**src/source/opn2_pkg.sv**
```systemverilog
`default_nettype none

package opn2_pkg;

	// Bank 0 register addresses
	localparam logic [7:0] REG_TEST  = 8'h21; // Bit 6 debug read, bit 7 high byte
	localparam logic [7:0] REG_TA_HI = 8'h24;
	localparam logic [7:0] REG_TA_LO = 8'h25;
	localparam logic [7:0] REG_TB    = 8'h26;
	localparam logic [7:0] REG_CTRL  = 8'h27;
	localparam logic [7:0] REG_TEST2 = 8'h2C; // Bit 4 picks timer B for debug

	// Timer control bits in REG_CTRL
	localparam int CTRL_LOAD_A = 0;
	localparam int CTRL_LOAD_B = 1;
	localparam int CTRL_EN_A   = 2;
	localparam int CTRL_EN_B   = 3;
	localparam int CTRL_RST_A  = 4;
	localparam int CTRL_RST_B  = 5;

	localparam int TA_W = 10;
	localparam int TB_W = 8;

	localparam int BUSY_W = 5; // 32 c1 strobes

	// Status byte
	localparam int STAT_TA   = 0;
	localparam int STAT_TB   = 1;
	localparam int STAT_BUSY = 7;

endpackage

`default_nettype wire

```
**src/source/opn2_wr_if.sv**
```systemverilog
`timescale 1ns/1ps
`default_nettype none

interface opn2_wr_if;

	logic       addr_we; // One cycle per address write
	logic       data_we; // One cycle per data write
	logic [7:0] wdata;
	logic       bank;    // Address pin 1 at write time

	modport io (
		output addr_we, data_we, wdata, bank
	);

	modport regs (
		input addr_we, data_we, wdata, bank
	);

endinterface

`default_nettype wire

```
**src/source/opn2_phase.sv**
```systemverilog
`timescale 1ns/1ps
`default_nettype none

module opn2_phase #(
	parameter int PHASE_DIV = 6
) (
	input  logic mclk_i,
	input  logic rst_n_i,
	output logic c1_o,
	output logic c2_o,
	output logic tick_o
);

	localparam int PW = (PHASE_DIV > 1) ? $clog2(PHASE_DIV) : 1;

	logic [PW-1:0] ph_cnt;
	logic [3:0]    tick_cnt;

	always_ff @(posedge mclk_i) begin
		if (!rst_n_i)
			ph_cnt <= '0;
		else if (ph_cnt == PW'(PHASE_DIV - 1))
			ph_cnt <= '0;
		else
			ph_cnt <= ph_cnt + PW'(1);
	end

	// One timer tick per ten c1
	always_ff @(posedge mclk_i) begin
		if (!rst_n_i)
			tick_cnt <= '0;
		else if (c1_o)
			tick_cnt <= (tick_cnt == 4'd9) ? 4'd0 : tick_cnt + 4'd1;
	end

	assign c1_o   = (ph_cnt == '0);
	assign c2_o   = (ph_cnt == PW'(PHASE_DIV / 2));
	assign tick_o = c1_o & (tick_cnt == 4'd9);

endmodule

`default_nettype wire

```
**src/source/opn2_io.sv**
```systemverilog
`timescale 1ns/1ps
`default_nettype none

module opn2_io (
	input  logic                      mclk_i,
	input  logic                      rst_n_i,
	input  logic                      c1_i,
	input  logic                      c2_i,
	input  logic                      cs_n_i,
	input  logic                      wr_n_i,
	input  logic                      rd_n_i,
	input  logic [1:0]                addr_i,
	input  logic [7:0]                data_i,
	opn2_wr_if.io                     wr,
	input  logic [7:6]                reg_21_i,
	input  logic [4:4]                reg_2c_i,
	input  logic [opn2_pkg::TA_W-1:0] ta_reload_i,
	input  logic [opn2_pkg::TB_W-1:0] tb_reload_i,
	input  logic                      ta_flag_i,
	input  logic                      tb_flag_i,
	output logic [7:0]                data_o,
	output logic                      io_dir_o,
	output logic                      irq_n_o
);

	logic                        wr_act;
	logic                        rd_act;
	logic [1:0]                  wr_req;   // Bit 0 address, bit 1 data
	logic [1:0]                  wr_flag;
	logic [1:0]                  wr_stage;
	logic [1:0]                  wr_sig;
	logic [1:0]                  wr_pulse;
	logic [8:0]                  wr_latch;
	logic                        busy_req;
	logic                        busy;
	logic [opn2_pkg::BUSY_W-1:0] busy_cnt;
	logic                        ta_stat;
	logic                        tb_stat;
	logic [7:0]                  status;
	logic [15:0]                 dbg_word;

	assign wr_act = ~cs_n_i & ~wr_n_i;
	assign rd_act = ~cs_n_i & ~rd_n_i;
	assign wr_req = {wr_act & addr_i[0], wr_act & ~addr_i[0]};

	// Write level -> set/reset flag -> c1 stage -> c2 sample, both chains at once
	always_ff @(posedge mclk_i) begin
		if (!rst_n_i) begin
			wr_flag  <= '0;
			wr_stage <= '0;
			wr_sig   <= '0;
		end else begin
			wr_flag <= wr_req | (wr_flag & ~wr_sig); // Released once seen on c2
			if (c1_i)
				wr_stage <= wr_flag;
			if (c2_i)
				wr_sig <= wr_stage;
		end
	end

	assign wr_pulse   = {2{c2_i}} & wr_stage & ~wr_sig; // Rising edge of the c2 sample
	assign wr.addr_we = wr_pulse[0];
	assign wr.data_we = wr_pulse[1];

	always_ff @(posedge mclk_i) begin
		if (wr_act)
			wr_latch <= {addr_i[1], data_i};
	end

	assign wr.wdata = wr_latch[7:0];
	assign wr.bank  = wr_latch[8];

	// Busy window after each data write
	always_ff @(posedge mclk_i) begin
		if (!rst_n_i) begin
			busy_req <= 1'b0;
			busy     <= 1'b0;
			busy_cnt <= '0;
		end else begin
			if (wr_pulse[1])
				busy_req <= 1'b1;
			else if (c2_i)
				busy_req <= 1'b0;

			if (c2_i && busy_req) begin
				busy     <= 1'b1; // Also restarts a running period
				busy_cnt <= '0;
			end else if (c1_i && busy) begin
				busy_cnt <= busy_cnt + opn2_pkg::BUSY_W'(1);
				if (&busy_cnt)
					busy <= 1'b0;
			end
		end
	end

	// Timer flags held still during a read
	always_ff @(posedge mclk_i) begin
		if (!rst_n_i) begin
			ta_stat <= 1'b0;
			tb_stat <= 1'b0;
		end else if (!rd_act) begin
			ta_stat <= ta_flag_i;
			tb_stat <= tb_flag_i;
		end
	end

	always_comb begin
		status                     = 8'h00;
		status[opn2_pkg::STAT_TA]   = ta_stat;
		status[opn2_pkg::STAT_TB]   = tb_stat;
		status[opn2_pkg::STAT_BUSY] = busy;
	end

	assign dbg_word = reg_2c_i[4] ? {{(16 - opn2_pkg::TB_W){1'b0}}, tb_reload_i}
	                              : {{(16 - opn2_pkg::TA_W){1'b0}}, ta_reload_i};

	always_comb begin
		if (!rd_act)
			data_o = 8'h00;
		else if (reg_21_i[6])
			data_o = reg_21_i[7] ? dbg_word[15:8] : dbg_word[7:0];
		else
			data_o = status;
	end

	assign io_dir_o = ~rd_act; // High means input
	assign irq_n_o  = ~(ta_stat | tb_stat);

endmodule

`default_nettype wire

```
**src/source/opn2_regs.sv**
```systemverilog
`timescale 1ns/1ps
`default_nettype none

module opn2_regs (
	input  logic                      mclk_i,
	input  logic                      rst_n_i,
	opn2_wr_if.regs                   wr,
	output logic [7:6]                reg_21_o,
	output logic [4:4]                reg_2c_o,
	output logic [opn2_pkg::TA_W-1:0] ta_reload_o,
	output logic [opn2_pkg::TB_W-1:0] tb_reload_o,
	output logic                      load_a_o,
	output logic                      load_b_o,
	output logic                      en_a_o,
	output logic                      en_b_o,
	output logic                      rst_a_o,
	output logic                      rst_b_o
);

	logic [7:0] idx;
	logic       idx_vld; // Bank 1 addresses are not decoded here

	always_ff @(posedge mclk_i) begin
		if (!rst_n_i) begin
			idx     <= 8'h00;
			idx_vld <= 1'b0;
		end else if (wr.addr_we) begin
			idx     <= wr.wdata;
			idx_vld <= ~wr.bank;
		end
	end

	always_ff @(posedge mclk_i) begin
		if (!rst_n_i) begin
			reg_21_o    <= '0;
			reg_2c_o    <= '0;
			ta_reload_o <= '0;
			tb_reload_o <= '0;
			load_a_o    <= 1'b0;
			load_b_o    <= 1'b0;
			en_a_o      <= 1'b0;
			en_b_o      <= 1'b0;
			rst_a_o     <= 1'b0;
			rst_b_o     <= 1'b0;
		end else begin
			rst_a_o <= 1'b0; // Flag resets last one cycle
			rst_b_o <= 1'b0;
			if (wr.data_we && idx_vld) begin
				case (idx)
					opn2_pkg::REG_TEST:  reg_21_o <= wr.wdata[7:6];
					opn2_pkg::REG_TA_HI: ta_reload_o[9:2] <= wr.wdata;
					opn2_pkg::REG_TA_LO: ta_reload_o[1:0] <= wr.wdata[1:0];
					opn2_pkg::REG_TB:    tb_reload_o <= wr.wdata;
					opn2_pkg::REG_CTRL: begin
						load_a_o <= wr.wdata[opn2_pkg::CTRL_LOAD_A];
						load_b_o <= wr.wdata[opn2_pkg::CTRL_LOAD_B];
						en_a_o   <= wr.wdata[opn2_pkg::CTRL_EN_A];
						en_b_o   <= wr.wdata[opn2_pkg::CTRL_EN_B];
						rst_a_o  <= wr.wdata[opn2_pkg::CTRL_RST_A];
						rst_b_o  <= wr.wdata[opn2_pkg::CTRL_RST_B];
					end
					opn2_pkg::REG_TEST2: reg_2c_o <= wr.wdata[4:4];
					default: ;
				endcase
			end
		end
	end

endmodule

`default_nettype wire

```
**src/source/opn2_timers.sv**
```systemverilog
`timescale 1ns/1ps
`default_nettype none

module opn2_timers #(
	parameter int TB_PRESCALE = 16
) (
	input  logic                      mclk_i,
	input  logic                      rst_n_i,
	input  logic                      tick_i,
	input  logic                      load_a_i,
	input  logic                      load_b_i,
	input  logic                      en_a_i,
	input  logic                      en_b_i,
	input  logic                      rst_a_i,
	input  logic                      rst_b_i,
	input  logic [opn2_pkg::TA_W-1:0] ta_reload_i,
	input  logic [opn2_pkg::TB_W-1:0] tb_reload_i,
	output logic                      ta_flag_o,
	output logic                      tb_flag_o
);

	localparam int PRE_W = (TB_PRESCALE > 1) ? $clog2(TB_PRESCALE) : 1;

	logic [PRE_W-1:0] pre_cnt;
	logic             tb_tick;
	logic [1:0]       flag;

	assign tb_tick = tick_i & (pre_cnt == PRE_W'(TB_PRESCALE - 1));

	always_ff @(posedge mclk_i) begin
		if (!rst_n_i)
			pre_cnt <= '0;
		else if (tb_tick)
			pre_cnt <= '0;
		else if (tick_i)
			pre_cnt <= pre_cnt + PRE_W'(1);
	end

	// Timer A in slot 0, timer B in slot 1
	for (genvar i = 0; i < 2; i++) begin : g_tmr
		localparam int W = (i == 0) ? opn2_pkg::TA_W : opn2_pkg::TB_W;

		logic [W-1:0] cnt;
		logic [W-1:0] reload;
		logic         load;
		logic         en;
		logic         clr;
		logic         step;
		logic         load_q;
		logic         flag_q;
		logic         ovf;

		if (i == 0) begin : g_a
			assign reload = ta_reload_i;
			assign load   = load_a_i;
			assign en     = en_a_i;
			assign clr    = rst_a_i;
			assign step   = tick_i;
		end else begin : g_b
			assign reload = tb_reload_i;
			assign load   = load_b_i;
			assign en     = en_b_i;
			assign clr    = rst_b_i;
			assign step   = tb_tick;
		end

		assign ovf = load & step & (&cnt);

		always_ff @(posedge mclk_i) begin
			if (!rst_n_i) begin
				cnt    <= '0;
				load_q <= 1'b0;
				flag_q <= 1'b0;
			end else begin
				load_q <= load;
				if ((load && !load_q) || ovf)
					cnt <= reload; // Start or wrap
				else if (load && step)
					cnt <= cnt + W'(1);
				if (clr)
					flag_q <= 1'b0;
				else if (ovf && en)
					flag_q <= 1'b1;
			end
		end

		assign flag[i] = flag_q;
	end

	assign ta_flag_o = flag[0];
	assign tb_flag_o = flag[1];

endmodule

`default_nettype wire

```
**src/source/opn2_top.sv**
```systemverilog
`timescale 1ns/1ps
`default_nettype none

module opn2_top #(
	parameter int PHASE_DIV   = 6,
	parameter int TB_PRESCALE = 16
) (
	input  logic       mclk_i,
	input  logic       rst_n_i,
	input  logic       cs_n_i,
	input  logic       wr_n_i,
	input  logic       rd_n_i,
	input  logic [1:0] addr_i,
	input  logic [7:0] data_i,
	output logic [7:0] data_o,
	output logic       io_dir_o,
	output logic       irq_n_o
);

	logic                      c1;
	logic                      c2;
	logic                      tick;
	logic [7:6]                reg_21;
	logic [4:4]                reg_2c;
	logic [opn2_pkg::TA_W-1:0] ta_reload;
	logic [opn2_pkg::TB_W-1:0] tb_reload;
	logic                      load_a;
	logic                      load_b;
	logic                      en_a;
	logic                      en_b;
	logic                      rst_a;
	logic                      rst_b;
	logic                      ta_flag;
	logic                      tb_flag;

	opn2_wr_if wr_bus ();

	opn2_phase #(.PHASE_DIV(PHASE_DIV)) i_phase (
		.mclk_i(mclk_i), .rst_n_i(rst_n_i),
		.c1_o(c1), .c2_o(c2), .tick_o(tick)
	);

	opn2_io i_io (
		.mclk_i(mclk_i), .rst_n_i(rst_n_i), .c1_i(c1), .c2_i(c2),
		.cs_n_i(cs_n_i), .wr_n_i(wr_n_i), .rd_n_i(rd_n_i),
		.addr_i(addr_i), .data_i(data_i), .wr(wr_bus.io),
		.reg_21_i(reg_21), .reg_2c_i(reg_2c),
		.ta_reload_i(ta_reload), .tb_reload_i(tb_reload),
		.ta_flag_i(ta_flag), .tb_flag_i(tb_flag),
		.data_o(data_o), .io_dir_o(io_dir_o), .irq_n_o(irq_n_o)
	);

	opn2_regs i_regs (
		.mclk_i(mclk_i), .rst_n_i(rst_n_i), .wr(wr_bus.regs),
		.reg_21_o(reg_21), .reg_2c_o(reg_2c),
		.ta_reload_o(ta_reload), .tb_reload_o(tb_reload),
		.load_a_o(load_a), .load_b_o(load_b), .en_a_o(en_a), .en_b_o(en_b),
		.rst_a_o(rst_a), .rst_b_o(rst_b)
	);

	opn2_timers #(.TB_PRESCALE(TB_PRESCALE)) i_timers (
		.mclk_i(mclk_i), .rst_n_i(rst_n_i), .tick_i(tick),
		.load_a_i(load_a), .load_b_i(load_b), .en_a_i(en_a), .en_b_i(en_b),
		.rst_a_i(rst_a), .rst_b_i(rst_b),
		.ta_reload_i(ta_reload), .tb_reload_i(tb_reload),
		.ta_flag_o(ta_flag), .tb_flag_o(tb_flag)
	);

endmodule

`default_nettype wire

```
**config.mk**
```make
export PLATFORM = sky130hd
export DESIGN_NAME = opn2_top
export DESIGN_NICKNAME = d
export VERILOG_FILES = /design/src/source/opn2_pkg.sv /design/src/source/opn2_wr_if.sv /design/src/source/opn2_phase.sv /design/src/source/opn2_io.sv /design/src/source/opn2_regs.sv /design/src/source/opn2_timers.sv /design/src/source/opn2_top.sv
export SDC_FILE = /design/constraint.sdc
export NUM_CORES = 1
export LEC_CHECK = 0
export BUFFER_PORTS_ARGS = -buffer_cell sky130_fd_sc_hd__buf_2
export CAP_MARGIN = 20
export CELL_PAD_IN_SITES_DETAIL_PLACEMENT = 1
export CELL_PAD_IN_SITES_GLOBAL_PLACEMENT = 2
export CORE_UTILIZATION = 38
export DETAILED_ROUTE_END_ITERATION = 6
export GPL_ROUTABILITY_DRIVEN = 0
export GPL_TIMING_DRIVEN = 1
export PLACE_DENSITY = 0.82
export SYNTH_ARGS = -nofsm -noshare
export SYNTH_HDL_FRONTEND = slang
export SYNTH_SLANG_ARGS = --single-unit
```
**constraint.sdc**
```tcl
create_clock -name mclk_i -period 2.9 [get_ports mclk_i]
set_clock_uncertainty 0.05 [all_clocks]
set_input_delay 0 -clock mclk_i [delete_from_list [all_inputs] [get_ports mclk_i]]
set_output_delay 0 -clock mclk_i [all_outputs]
set_load 0.02 [all_outputs]
```
======== Word-level counts from Yosys, hierarchy flattened ========
Cells that the tools add are included.
word-level totals
  register bits after elaboration ......... 93
  input port bits ......................... 15
  output and inout bits ................... 10
  word-level logic and storage cells ...... 120
operators by class
  add/subtract/negate cells ............... 6
  equality and inequality tests ........... 10
  muxes and demuxes ....................... 14
  bitwise operators ....................... 24
  reductions and logical operators ........ 35
operators by type and width
  operator                                                                count
  8-bit by 6-bit equality test with 1-bit output (second input constant)  6
  8-bit two-way mux                                                       5
  10-bit two-way mux                                                      3
  2-bit AND reduction                                                     7
  10-bit by 1-bit adder with 10-bit output (second input constant)        1
  1-bit bitwise AND                                                       10
  10-bit AND reduction                                                    1
  2-bit nonzero test                                                      5
  2-bit OR reduction                                                      5
  1-bit logical AND                                                       9
  4-bit by 1-bit adder with 4-bit output (second input constant)          2
  8-bit by 1-bit adder with 8-bit output (second input constant)          1
  4-bit equality test (second input constant)                             2
  1-bit NOT                                                               8
  8-bit AND reduction                                                     1
  2-bit bitwise AND                                                       3
  5-bit by 1-bit adder with 5-bit output (second input constant)          1
  1-bit two-way mux                                                       5
  5-bit AND reduction                                                     1
  4-bit two-way mux                                                       1
  3-bit by 1-bit adder with 3-bit output (second input constant)          1
  3-bit by 2-bit equality test with 1-bit output (second input constant)  1
  3-bit equality test (second input constant)                             1
  3-bit logical NOT                                                       1
  other kinds (6)                                                         8

======== Depth between registers and ports, before layout ========
  depth in word-level cells ............... 7
  mapped depth ............................ 9
  depth with buffers taken out ............ 7

======== Cells and area by module ========
A second synthesis with hierarchy kept.
second synthesis, totals
  cell total of the unflattened synthesis .. 464
  area total of the unflattened synthesis .. 4356.7 um^2
by module, submodules not included
  module       instances  cells an instance  area each (um^2)  sequential area each (um^2)
  opn2_timers  1          186                1512.7            520.5
  opn2_regs    1          135                1408.9            720.7
  opn2_io      1          107                1076.0            570.5
  opn2_phase   1          36                 359.1             140.1

======== Least setup slack after synthesis ========
No wires, ideal clock.
  path type ............................... reg2reg
  start point ............................. reg i_timers.g_tmr[0].cnt[0]
  end point ............................... reg i_timers.g_tmr[0].cnt[9]
  setup time .............................. 103 ps
  arrival time ............................ 1995 ps
  required time ........................... 2747 ps
  setup slack ............................. 751 ps
  cell stages (with the launch flop) ...... 7
  path buffers ............................ 0
  clock period less this slack ............ 2149 ps
  cells stage by stage .................... dfxtp_1 > ha_1 > nand3_4 > or4_4 > a21oi_4 > nor3_2 > a2111oi_2
on the way
  cells in the longest elaborated chain, start to end .. 4
  elaborated cells on any way between the ends .. 7
  classes of those cells .................. 1 x add/sub; 2 x mux; 1 x bitwise; 3 x reduce/logical
ends and longest elaborated chain
  item                                                                              line               source
  from (decl)                                                                       opn2_timers.sv:43  logic [W-1:0] cnt;
  from (signal assigned)                                                            opn2_timers.sv:77  cnt <= reload;
  from (signal assigned)                                                            opn2_timers.sv:79  cnt <= cnt + W'(1);
  branches (longest 4 deep; another with 10-bit by 1-bit adder with 10-bit output)  --
Several ways; the timed one is not identified. The select of a mux whose other input is x is not followed.
A chain may end at the register's enable or synchronous reset.

======== Final worst setup path ========
Ends and elaborated chain as after synthesis.

==> flow_summary.ini <==
[global_routing]
grt.total_usage_pct = 22.1
use_met2_pct = 38.2
grt_pass1_vias = 3718
grtUsageMet3_pct = 3.56
grt_overflow = 0
top_usage_layer = met2
grt_pass1_wl_um = 19500
antenna_found_initial = 0
grt_max_degree = 61
grt_util_met1_pct = 26.9

[power_and_ir_drop]
power_density_nw_per_um2 = 540
p_sw_share_pct = 22.4
seqPwrFrac_pct = 50.1
ir_drop_mv = 0.418
clkPwrFrac_pct = 45.4
combPwrFrac_pct = 4.5
leakage_nw = 1.91
switchingPower_mw = 0.604
internal_power_mw = 2.10

[synthesis]
synth_top_area_share_pct = 39.1
ys.flop_type = dfxtp_1
async_flop_share_pct = 0
synth_cell_types = 58
yosys-top-cells-count = 84 x dfxtp_1, 73 x nor2_1, 52 x mux2i_1
synth_edf_count = 9
ys_ff_latch = 93
syn_inst = 477
ys_warn_count = 0
yosysTopAreaCell = dfxtp_1
yosysMostFrequentCell = dfxtp_1
syn_area_um2 = 4300
ys_seq_area_share_pct = 45.4
synth.net_count = 501
synthTopCellsByArea = dfxtp_1 39%, mux2i_1 12%, nor2_1 6.4%
syn_area_per_cell_um2 = 9.01

[placement]
dp_hpwl_um = 8090
dp_slack_ns = 0.486
io_buffers = 24

[cells_and_area]
antenna_cells = 0
final_layout_size_suffix_gt1_share_pct = 12.0
syn_to_final_growth_pct = 16.3
nNetsFinal = 535
fillers = 1294

[worst_setup_path]
critical_path_required_ns = 3.09
worstPathArrival_ns = 2.61
slowest_delay_ns = 0.59
critPathMaxFanout = 10
crit_type = flop to flop
cpMaxStageDelayCell = or4_4
r2r_setup_slack_ns = 0.48
cp-start-kind = flop
cp_cell_sequence = ha_1, nand3_4, or4_4, a21oi_4, nor3_2, a2111oi_2
end_kind = flop

[timing]
period_minus_slack_ns = 2.42
finalSetupViolCount = 0
worst_pin_slew_ns = 0.734
finalMaxSlewViolations = 0
slew_headroom_pct = 50.9
clock.fmax_mhz = 414
finalHoldViolations = 0
fin_ws_ns = 0.483
tns_ns = 0
post-route-period-util_pct = 83.3
rsz0062_at_grt = false

[detailed_routing]
first_pass_iters = 4
drc = 0
wire_per_inst_um = 18.0
via_per_inst = 5.47
vias = 3586
drt_wl_total_um = 11800
drtIter0Drc = 113
antenna_left = 0

[floorplan]
die_x_um = 108
start_util_pct = 39.3
io_pins = 25
die_h_um = 108
core_area_um2 = 10900
fp-row-count = 38
die_area_um2 = 11700

[cts]
clkTransAtPathRegs_ns = 0.07
clock_path_buffers = 2
post_cts_resize_count = 0
numCtsBuffers = 9
tritoncts = built
htreeDepth = 3
clk-insertion-delay-late_ns = 0.35
cts_setup_buffers = 0
hold_buffers = 14
cts_num_sinks = 93
cts_root_buffer = clkbuf_16

[outcome]
outcome = finished, final reports clean

[run]
drv_cap = 0

[worst_hold_path]
hold_class = input port to flop
-- cell type report --
class | count | area [µm²] | share of cell area, %
Multi-Input combinational cell | 352 | 2220 | 44.4
Sequential cell | 93 | 1950 | 39.1
Timing Repair Buffer | 44 | 305 | 6.11
Clock buffer | 13 | 260 | 5.21
Tap cell | 140 | 175 | 3.51
Clock inverter | 3 | 46.3 | 0.926
Inverter | 11 | 41.3 | 0.826
-- final timing paths --
check	endpoint	startpoint	cells after the start
max	i_timers.g_tmr[0].cnt[9]	i_timers.g_tmr[0].cnt[0]	6
min	i_timers.g_tmr[1].cnt[3]	rst_n_i	3
max reg2reg	i_timers.g_tmr[0].cnt[9]	i_timers.g_tmr[0].cnt[0]	6
min reg2reg	i_timers.ta_flag_o	i_regs.rst_a_o	1
-- kinds of logic (layout without fill, tap and decap cells) --
group,Yosys count,count (layout),synth area share (%)
xor+xnor,6,6,1.22
flops,93,93,45.4
compound gates,82,82,11.5
mux,52,52,12.1
fa+ha+maj,9,9,2.62
buf+inv,32,71,3.00
simple gates,203,203,24.1
-- power by group through the flow --
stage,clock network [mW],logic (mW),registers (mW)
final,1.22,0.122,1.35
after global routing,1.29,0.136,1.36
after CTS,1.24,0.122,1.35
after detailed placement,0,0.107,1.38
after global placement,0,0.104,1.38
after floorplan,0,0.0747,1.37
-- cells in the final DEF, fill, tap and decap left out, types with 2 or more instances in the layout --
| cell type | netlist | routed |
|---|---|---|
| and3_1 | 7 | 7 |
| nor2b_1 | 7 | 7 |
| a21boi_0 | 2 | 2 |
| nand2_1 | 40 | 40 |
| o22ai_1 | 4 | 4 |
| or2_2 | 3 | 3 |
| clkbuf_16 | 0 | 9 |
| nor3b_1 | 3 | 3 |
| a31oi_1 | 3 | 3 |
| xnor2_1 | 2 | 2 |
| clkbuf_1 | 16 | 2 |
| nand3b_1 | 5 | 5 |
| nand2b_1 | 2 | 2 |
| or3_1 | 4 | 4 |
| a21oi_1 | 39 | 39 |
| edfxtp_1 | 9 | 9 |
| and2_1 | 2 | 2 |
| or4_2 | 2 | 2 |
| xor2_1 | 4 | 4 |
| clkbuf_8 | 0 | 2 |
| nand4b_1 | 3 | 3 |
| nand4_1 | 5 | 5 |
| mux2i_1 | 52 | 52 |
| dfxtp_1 | 84 | 84 |
| nor2_1 | 73 | 73 |
| o211ai_1 | 2 | 2 |
| nand3_1 | 18 | 18 |
| o21ai_0 | 17 | 17 |
| and4b_1 | 2 | 2 |
| a211oi_1 | 2 | 2 |
| nor4_1 | 2 | 2 |
| inv_1 | 10 | 10 |
| ha_1 | 9 | 9 |
| buf_4 | 1 | 6 |
| nor3_1 | 15 | 15 |
| dlygate4sd3_1 | 0 | 14 |
| buf_2 | 4 | 24 |
-- metrics by stage --
step                      utilization [%]  power [mW]  area, µm²  cells  hold WS (ns)
after floorplan                         -        1.44       4300    477        0.0489
after global placement               41.6        1.49       4550    626         0.127
after detailed placement             41.6        1.49       4550    626         0.129
after CTS                            45.7        2.72       5000    656        0.0609
after global routing                 45.7        2.78       5000    656        0.0889
final                                45.7        2.70       5000    656        0.0593
-- layer usage --
| metal | wire (µm) | vias up |
|---|---|---|
| li1 | - | 1758 |
| met5 | 0 | - |
| met3 | 330 | 19 |
| met2 | 5900 | 57 |
| met4 | 280 | 0 |
| met1 | 5290 | 1752 |
-- worst max-delay path, delay by kind of cell, from the launching register on --
family	cells	cell delay [ns]
and+or+nand+nor	3	0.82
AOI/OAI and AO/OA	2	0.73
DFF	1	0.43
adders and majority gates	1	0.27
-- flip-flops by register name, summed over array words and instances (netlist names), 3 cells and up --
signal / flops
i_regs.idx: 8
i_timers.g_tmr.cnt: 18
i_timers.pre_cnt: 4
i_regs.tb_reload_o: 8
i_phase.tick_cnt: 4
i_io.busy_cnt: 5
i_regs.ta_reload_o: 10
i_io.wr_latch: 9
i_phase.ph_cnt: 3
No activity file was read; power rests on OpenSTA's default activity.
